==> config.mk <==
export PLATFORM = sky130hd
export DESIGN_NAME = step_controller_top
export DESIGN_NICKNAME = d
export VERILOG_FILES = /design/src/stepper_pkg.sv /design/src/command_decoder.sv /design/src/move_buffer.sv /design/src/tick_divider.sv /design/src/move_sequencer.sv /design/src/step_timer.sv /design/src/step_controller_top.sv
export SDC_FILE = /design/constraint.sdc
export NUM_CORES = 2
export LEC_CHECK = 0
export ABC_AREA = 1
export BUFFER_PORTS_ARGS = -buffer_cell sky130_fd_sc_hd__buf_2
export CORE_MARGIN = 2
export CORE_UTILIZATION = 40
export DETAILED_ROUTE_END_ITERATION = 8
export PLACE_DENSITY = 0.55
export SLEW_MARGIN = 10
export SYNTH_ARGS = -nofsm -noshare
export SYNTH_HDL_FRONTEND = slang
export SYNTH_SLANG_ARGS = --single-unit
==> constraint.sdc <==
create_clock -name CLK -period 29.4 [get_ports CLK]
set_clock_uncertainty 0.2 [all_clocks]
set_input_delay 2.94 -clock CLK [delete_from_list [all_inputs] [get_ports CLK]]
set_output_delay 2.94 -clock CLK [all_outputs]
set_load 0.01 [all_outputs]
==> src/stepper_pkg.sv <==
package stepper_pkg;

  // Sizes
  localparam int NUM_MOTORS    = 2;
  localparam int BUFFER_SIZE   = 2;
  localparam int BUFFER_BITS   = 1;  // Slot index width
  localparam int DURATION_BITS = 32; // Move length in DDA ticks
  localparam int RATE_BITS     = 64;
  localparam int POSITION_BITS = 32;
  localparam int WORD_BITS     = 64;

  // Command codes, carried in bits 63:56 of a header word
  localparam logic [7:0] CMD_COORDINATED_STEP = 8'h01;
  localparam logic [7:0] CMD_MOTOR_ENABLE     = 8'h0a;
  localparam logic [7:0] CMD_MOTOR_BRAKE      = 8'h0b;
  localparam logic [7:0] CMD_CLK_DIVISOR      = 8'h20;
  localparam logic [7:0] CMD_STEPPERFAULT     = 8'h50;
  localparam logic [7:0] CMD_API_VERSION      = 8'hfe;

  localparam logic [7:0] DEFAULT_CLOCK_DIVISOR = 8'd32;

  // Reported by the version command, patch in byte 0
  localparam logic [7:0] VERSION_MAJOR = 8'd1;
  localparam logic [7:0] VERSION_MINOR = 8'd2;
  localparam logic [7:0] VERSION_PATCH = 8'd0;
  localparam logic [7:0] VERSION_DEVEL = 8'd1;

  typedef logic [NUM_MOTORS-1:0] motor_vec_t;

  typedef logic signed [POSITION_BITS-1:0] position_t;

  // Second-order DDA parameters of one axis
  typedef struct packed {
    logic [RATE_BITS-1:0] increment;
    logic [RATE_BITS-1:0] increment_increment;
  } axis_rate_t;

  // One buffered coordinated move
  typedef struct packed {
    logic [DURATION_BITS-1:0]         duration;
    motor_vec_t                       dir;
    axis_rate_t [NUM_MOTORS-1:0]      rate; // Index 0 is motor 0
  } move_t;

endpackage

==> src/command_decoder.sv <==
`timescale 1ns/100ps

module command_decoder import stepper_pkg::*; (
  input  logic                         CLK,
  input  logic                         resetn,
  input  logic [WORD_BITS-1:0]         word_data_received,
  input  logic                         word_received,
  input  motor_vec_t                   fault_n,
  input  position_t [NUM_MOTORS-1:0]   positions,
  output logic [WORD_BITS-1:0]         word_send_data,
  output logic                         move_write,
  output move_t                        move_data,
  output motor_vec_t                   enable,
  output motor_vec_t                   brake,
  output logic [7:0]                   clock_divisor
);

  logic [1:0] sync_q;      // Two-stage synchronizer
  logic       sync_prev;
  logic       word_strobe; // One cycle per new word
  logic [7:0] header;
  logic [7:0] word_count;
  logic       move_open;
  logic [7:0] code;

  position_t [NUM_MOTORS-1:0] pos_snap; // Positions at move header

  assign move_open = (header == CMD_COORDINATED_STEP);
  assign code      = word_data_received[WORD_BITS-1:WORD_BITS-8];

  // Sign extension of a position into a reply word
  function automatic logic [WORD_BITS-1:0] pos_word(position_t p);
    return WORD_BITS'(p);
  endfunction

  always_ff @(posedge CLK) begin
    if (resetn) begin
      sync_q         <= '0;
      sync_prev      <= 1'b0;
      word_strobe    <= 1'b0;
      header         <= '0;
      word_count     <= '0;
      word_send_data <= '0;
      move_write     <= 1'b0;
      enable         <= '0;
      brake          <= '0;
      clock_divisor  <= DEFAULT_CLOCK_DIVISOR;
    end else begin
      sync_q      <= {sync_q[0], word_received};
      sync_prev   <= sync_q[1];
      word_strobe <= sync_q[1] & ~sync_prev; // Rising edge
      move_write  <= 1'b0;
      if (word_strobe) begin
        word_send_data <= '0;
        if (!move_open) begin
          header     <= code;
          word_count <= 8'd1;
          case (code)
            CMD_MOTOR_ENABLE: enable <= word_data_received[NUM_MOTORS-1:0];
            CMD_MOTOR_BRAKE:  brake <= word_data_received[NUM_MOTORS-1:0];
            CMD_CLK_DIVISOR:  clock_divisor <= word_data_received[7:0];
            CMD_STEPPERFAULT: word_send_data <= WORD_BITS'(fault_n);
            CMD_API_VERSION: begin
              word_send_data[31:0] <= {VERSION_DEVEL, VERSION_MAJOR,
                                       VERSION_MINOR, VERSION_PATCH};
            end
            default: ; // Move header and unknown codes reply zero
          endcase
        end else begin
          word_count <= word_count + 8'd1;
          if (word_count == 8'd1)
            word_send_data <= pos_word(pos_snap[0]); // After duration
          for (int m = 0; m < NUM_MOTORS - 1; m++) begin
            if (word_count == 8'(3 + 2 * m))
              word_send_data <= pos_word(pos_snap[m+1]);
          end
          if (word_count == 8'(2 * NUM_MOTORS + 1)) begin // Last word of move
            move_write <= 1'b1;
            header     <= '0;
            word_count <= '0;
          end
        end
      end
    end
  end

  // Move assembly
  always_ff @(posedge CLK) begin
    if (word_strobe) begin
      if (!move_open && code == CMD_COORDINATED_STEP) begin
        move_data.dir <= word_data_received[NUM_MOTORS-1:0];
        pos_snap      <= positions;
      end else if (move_open) begin
        if (word_count == 8'd1)
          move_data.duration <= word_data_received[DURATION_BITS-1:0];
        for (int m = 0; m < NUM_MOTORS; m++) begin
          if (word_count == 8'(2 + 2 * m))
            move_data.rate[m].increment <= word_data_received[RATE_BITS-1:0];
          if (word_count == 8'(3 + 2 * m))
            move_data.rate[m].increment_increment <= word_data_received[RATE_BITS-1:0];
        end
      end
    end
  end

endmodule

==> src/move_buffer.sv <==
`timescale 1ns/100ps

module move_buffer import stepper_pkg::*; (
  input  logic  CLK,
  input  logic  resetn,
  input  logic  move_write,
  input  move_t move_data,
  input  logic  move_done,
  output logic  move_available,
  output move_t head_move,
  output logic  buffer_dtr
);

  move_t                  slots [BUFFER_SIZE];
  logic [BUFFER_SIZE-1:0] full;
  logic [BUFFER_BITS-1:0] wr_ptr;
  logic [BUFFER_BITS-1:0] rd_ptr;

  always_ff @(posedge CLK) begin
    if (move_write)
      slots[wr_ptr] <= move_data;
  end

  always_ff @(posedge CLK) begin
    if (resetn) begin
      full   <= '0;
      wr_ptr <= '0;
      rd_ptr <= '0;
    end else begin
      if (move_done) begin
        full[rd_ptr] <= 1'b0;
        rd_ptr       <= rd_ptr + BUFFER_BITS'(1);
      end
      // A write into the slot being retired wins
      if (move_write) begin
        full[wr_ptr] <= 1'b1;
        wr_ptr       <= wr_ptr + BUFFER_BITS'(1);
      end
    end
  end

  assign move_available = full[rd_ptr];
  assign head_move      = slots[rd_ptr];
  assign buffer_dtr     = ~full[wr_ptr]; // Room for the next move

endmodule

==> src/tick_divider.sv <==
`timescale 1ns/100ps

module tick_divider import stepper_pkg::*; (
  input  logic       CLK,
  input  logic       resetn,
  input  logic [7:0] clock_divisor,
  output logic       dda_tick
);

  logic [7:0] count;

  always_ff @(posedge CLK) begin
    if (resetn) begin
      count    <= '0;
      dda_tick <= 1'b0;
    end else begin
      dda_tick <= 1'b0;
      if (count == 8'd0) begin
        if (clock_divisor != 8'd0) begin // Zero divisor stops the ticks
          dda_tick <= 1'b1;
          count    <= clock_divisor - 8'd1;
        end
      end else begin
        count <= count - 8'd1;
      end
    end
  end

endmodule

==> src/move_sequencer.sv <==
`timescale 1ns/100ps

module move_sequencer import stepper_pkg::*; (
  input  logic                     CLK,
  input  logic                     resetn,
  input  logic                     dda_tick,
  input  logic                     move_available,
  input  logic [DURATION_BITS-1:0] duration,
  output logic                     loading_move,
  output logic                     executing,
  output logic                     move_done
);

  typedef enum logic [1:0] {
    ST_IDLE,
    ST_LOAD,
    ST_RUN
  } seq_state_t;

  seq_state_t               state;
  logic [DURATION_BITS-1:0] tick_count;
  logic                     last_tick;

  // Zero duration is treated as a single tick
  assign last_tick = (tick_count == duration - 1'b1) || (duration == '0);

  assign loading_move = (state == ST_LOAD);
  assign executing    = (state == ST_RUN);
  assign move_done    = (state == ST_RUN) && dda_tick && last_tick;

  always_ff @(posedge CLK) begin
    if (resetn) begin
      state      <= ST_IDLE;
      tick_count <= '0;
    end else begin
      case (state)
        ST_IDLE: begin
          if (move_available)
            state <= ST_LOAD;
        end
        ST_LOAD: begin
          tick_count <= '0;
          state      <= ST_RUN;
        end
        ST_RUN: begin
          if (dda_tick) begin
            if (last_tick)
              state <= ST_IDLE; // Slot is freed by move_done
            else
              tick_count <= tick_count + 1'b1;
          end
        end
        default: state <= ST_IDLE;
      endcase
    end
  end

endmodule

==> src/step_timer.sv <==
`timescale 1ns/100ps

module step_timer import stepper_pkg::*; (
  input  logic       CLK,
  input  logic       resetn,
  input  logic       dda_tick,
  input  logic       loading_move,
  input  logic       executing,
  input  axis_rate_t axis_rate,
  input  logic       dir,
  output logic       step,
  output position_t  position
);

  logic [RATE_BITS-1:0] accum;
  logic [RATE_BITS-1:0] rate;
  logic [RATE_BITS-1:0] rate_inc;
  logic [RATE_BITS:0]   sum;     // Carry in the top bit
  logic                 advance;

  assign sum     = {1'b0, accum} + {1'b0, rate};
  assign advance = executing && dda_tick;

  always_ff @(posedge CLK) begin
    if (resetn) begin
      accum    <= '0;
      step     <= 1'b0;
      position <= '0;
    end else begin
      step <= 1'b0;
      if (loading_move) begin
        accum <= '0;
      end else if (advance) begin
        accum <= sum[RATE_BITS-1:0];
        step  <= sum[RATE_BITS];
        if (sum[RATE_BITS])
          position <= dir ? position + 1 : position - 1;
      end
    end
  end

  // Rate ramps by increment_increment once per tick
  always_ff @(posedge CLK) begin
    if (loading_move) begin
      rate     <= axis_rate.increment;
      rate_inc <= axis_rate.increment_increment;
    end else if (advance) begin
      rate <= rate + rate_inc;
    end
  end

endmodule

==> src/step_controller_top.sv <==
`timescale 1ns/100ps

module step_controller_top import stepper_pkg::*; (
  input  logic                 CLK,
  input  logic                 resetn,
  input  logic [WORD_BITS-1:0] word_data_received,
  input  logic                 word_received,
  input  motor_vec_t           fault_n,
  input  logic                 halt,  // Not used by this controller
  output logic [WORD_BITS-1:0] word_send_data,
  output logic                 buffer_dtr,
  output logic                 move_done,
  output motor_vec_t           step,
  output motor_vec_t           dir,
  output motor_vec_t           enable,
  output motor_vec_t           brake
);

  logic                       move_write;
  move_t                      move_data;
  move_t                      head_move;
  logic                       move_available;
  logic [7:0]                 clock_divisor;
  logic                       dda_tick;
  logic                       loading_move;
  logic                       executing;
  position_t [NUM_MOTORS-1:0] positions;

  assign dir = head_move.dir; // Direction of the move in progress

  command_decoder command_decoder_inst (
    .CLK                (CLK),
    .resetn             (resetn),
    .word_data_received (word_data_received),
    .word_received      (word_received),
    .fault_n            (fault_n),
    .positions          (positions),
    .word_send_data     (word_send_data),
    .move_write         (move_write),
    .move_data          (move_data),
    .enable             (enable),
    .brake              (brake),
    .clock_divisor      (clock_divisor)
  );

  move_buffer move_buffer_inst (
    .CLK            (CLK),
    .resetn         (resetn),
    .move_write     (move_write),
    .move_data      (move_data),
    .move_done      (move_done),
    .move_available (move_available),
    .head_move      (head_move),
    .buffer_dtr     (buffer_dtr)
  );

  tick_divider tick_divider_inst (
    .CLK           (CLK),
    .resetn        (resetn),
    .clock_divisor (clock_divisor),
    .dda_tick      (dda_tick)
  );

  move_sequencer move_sequencer_inst (
    .CLK            (CLK),
    .resetn         (resetn),
    .dda_tick       (dda_tick),
    .move_available (move_available),
    .duration       (head_move.duration),
    .loading_move   (loading_move),
    .executing      (executing),
    .move_done      (move_done)
  );

  for (genvar i = 0; i < NUM_MOTORS; i++) begin : g_axis
    step_timer step_timer_inst (
      .CLK          (CLK),
      .resetn       (resetn),
      .dda_tick     (dda_tick),
      .loading_move (loading_move),
      .executing    (executing),
      .axis_rate    (head_move.rate[i]),
      .dir          (head_move.dir[i]),
      .step         (step[i]),
      .position     (positions[i])
    );
  end

endmodule

==> key figures <==
Run status
  – Status: complete, no violations

Power and ir drop
  – Sw Share: 21.0%
  – Power per cell area: about 54 mW/mm^2
  – Leak: roughly 33 nW
  – Sequential power share: 50.4%
  – Int Power: 0.00355 W
  – Gate power share: under 10%
  – Peak supply drop: about 0.000046 V
  – Sw power: about 0.00094 W
  – Clock share of power: between 40 and 50%
  – Pwr Total: 0.00450 W

Synthesis
  – Async SR Flop Fraction: 0%
  – Sequential area share after synthesis: 56.4%
  – Count leader, synth: nand2_1
  – Post-synthesis mux area share: 0.0135%
  – Post-Synth Adder-Cell Area: 5.57%
  – Post-Syn Instances: about 7900
  – Area share of the largest cell type after synthesis: 48.1%
  – Syn_nets: 8287
  – Synth Area in Compound Gates: around 14%
  – Avg Synthesized Cell Area: about 9.4 um^2
  – Number of synthesized flops with an enable pin: ~1200
  – Most area-hungry cell type in the Yosys netlist: edfxtp_1
  – Unique masters post-synth: 56
  – XOR/XNOR Fraction of Synth Area: under 10%
  – Syn. warnings: 0
  – Largest family of logic cells by synthesized area: simple AND/OR/NAND/NOR gates
  – Synthesis-stage register bit count: ~1500
  – Post-synthesis simple-gate area fraction: between 15 and 20%
  – Top_reg_cell synth: edfxtp_1
  – Most area-consuming cells after synthesis: edfxtp_1 (48%), dfxtp_1 (8.3%), nand2_1 (8.1%)
  – Synthesized area: between 0.07 and 0.08 mm^2
  – Post-synth top cells: nand2_1 (1607), edfxtp_1 (1190), inv_1 (855)

Placed design
  – RD Place Congestion: ~0.94
  – Post-place setup slack: 22.09 ns
  – DP Wirelength: 160000 um
  – Number of port buffers: 142

Global routing
  – Largest net degree at the start of global routing: roughly 140
  – First-pass GRT wire length: around 330000 um
  – Initial antenna violation count: 29
  – Vias in the first global route: 55000
  – Gr usage total: a little under a quarter
  – Remaining Overflow, GRT: 0

Critical path
  – CP required: ~26 ns
  – Worst-path fanout max: 80
  – CP Capture Type: output port
  – CP arrival: 4.83 ns
  – Type of the worst setup path: reg -> out
  – Startpoint types: flop

Timing
  – Post-route minimum period: 7.97 ns
  – Pins Over Slew Limit: 0
  – Least-Margin Pin Slew: approximately 1.1 ns
  – Setup TNS: 0 ns
  – Max Freq: 125 MHz
  – Worst setup margin: between 20 and 25 ns
  – Rel. slew slack: 24.2%
  – Endpoints failing setup: 0
  – Hold Violations, Final: 0
  – Tcrit/Tclk final: roughly 27%
  – Unrepaired setup endpoints after global routing: false

Drt
  – ANT nets after route: 0
  – Via count: 56000
  – First-pass DRT Iterations: 6
  – Post-Route WL: ~220000 um
  – DR vias/cell: 5.26
  – WL/cell: approximately 21 um
  – DRC: 0
  – DRT iter0 DRCs: about 4100

Cells and area
  – Fin nets: between 8000 and 9000
  – N_diodes: 0
  – Sequential cell area: between 0.04 and 0.05 mm^2
  – Share of layout cells above drive strength 1: 6.53%
  – Final Core Density: 45.0%
  – Multi-input gate area: between 0.02 and 0.03 mm^2
  – Filler cells: 17800
  – Synth-to-layout area growth: 12.1%

Clock tree
  – Worst-skew pair later-pin latency: around 0.82 ns
  – Post-CTS sizing: 0
  – Clk buf depth: 3
  – CTS tree: yes
  – Postcts setup bufs: 0
  – CTS Sinks: 1497
  – Htree depth: 4
  – Number of buffers created by CTS: between 150 and 200
  – Clock Pin Slew Worst Setup and Hold Paths: about 0.06 ns
  – Root buf cell: clkbuf_16
  – Hold_buf cts: 0

Job
  – Maxcap violations: 0

Floorplan
  – Die ar.: approximately 0.19 mm^2
  – Die Span Y: 435 um
  – Io pins: roughly 140
  – Die width: about 430 um
  – Starting density of the core: 40.2%
  – Rows: 158
  – Core ar.: 0.185 mm^2

Worst hold path
  – Hold Startpoint: command_decoder_inst.sync_prev$_SDFF_PP0_
  – HP Class: reg -> reg
==> logic make-up (layout without fill, tap and decap cells) <==
kind of cell	after synthesis	count (layout)
and+or+nand+nor	2955	2955
AOI/OAI and AO/OA	1829	1829
adders and majority gates	327	327
DFF	1497	1497
buffers and inverters	1093	1367
xor gates and xnor gates	188	188
muxes	1	1
==> worst max-delay path, cell delays in order (launching register included) <==
cell     delay (ns)
dfxtp_4        0.76
buf_4          0.83
nand2_1        0.12
nand2_1        0.24
nand2_1        0.16
nor2_1         0.20
nand2_1        0.11
nor2_2         0.21
nor2_1         0.07
nor2_1         0.10
nand2_1        0.10
nor2_1         0.10
nand2_1        0.06
nor2_1         0.11
nand3_2        0.15
a21oi_1        0.44
buf_2          0.23
==> final timing paths <==
path	slack (ns)	cells past startpoint	endpoint
min	0.20	1	command_decoder_inst.word_strobe$_SDFF_PP0_
max reg2reg	24.52	18	move_sequencer_inst.tick_count[16]$_SDFFE_PP0P_
max	21.43	16	move_done
min reg2reg	0.20	1	command_decoder_inst.word_strobe$_SDFF_PP0_
==> per-stage QoR <==
stage | std cells | hold WS, ns | cell area [um^2]
3_5_place_dp | 10300 | 0.186 | 77600
2_1_floorplan | 7890 | 0.173 | 74300
3_3_place_gp | 10300 | 0.177 | 77600
6_report | 10600 | 0.198 | 83300
5_1_grt | 10600 | 0.207 | 83300
4_1_cts | 10600 | 0.205 | 83300
==> power groups by stage <==
stage,registers [W],logic (W),clock network [W]
after floorplan,0.00231,0.0000304,0
after global placement,0.00231,0.0000663,0
after detailed placement,0.00231,0.0000683,0
after CTS,0.00227,0.0000686,0.00222
after global routing,0.00227,0.0000728,0.00229
final,0.00227,0.0000673,0.00216
==> placed cells by master (no fill, tap or decap), types with 169 or more instances in the layout <==
cell type	synthesis	final
nor2_1	842	834
clkbuf_16	0	169
dfxtp_1	307	306
o21ai_0	714	712
edfxtp_1	1190	1190
nand3_1	249	249
nand2_1	1607	1605
a21oi_1	629	629
ha_1	321	321
inv_1	855	853
==> cell type report <==
| cell class | count | share of cell area [%] |
|---|---|---|
| tap | 2480 | 3.73 |
| multi-input combinational | 5300 | 33.8 |
| timing repair buffer | 193 | 1.38 |
| clock buffer | 223 | 5.44 |
| inverter | 862 | 3.91 |
| sequential | 1497 | 50.3 |
| clock inverter | 89 | 1.41 |
==> layer usage <==
layer  vias up  wire length [um]  global-route usage [%]
li1      27500                 -                       -
met1     26900             98200                    30.5
met2      1300            108000                    39.6
met3       317             10100                    2.83
met4         4              6080                    6.51
met5         -                32                       0
==> sequential cells by signal, summed over array words and instances (netlist names), 8 cells and up, named ones only <==
signal	count
move_buffer_inst.slots	580
command_decoder_inst.move_data	290
g_axis.step_timer_inst.accum	128
g_axis.step_timer_inst.rate	128
g_axis.step_timer_inst.rate_inc	128
command_decoder_inst.pos_snap	64
g_axis.step_timer_inst.position	64
command_decoder_inst.word_send_data	32
move_sequencer_inst.tick_count	32
command_decoder_inst.clock_divisor	8
command_decoder_inst.header	8
command_decoder_inst.word_count	8
tick_divider_inst.count	8
(Power assumes the default switching activity.)
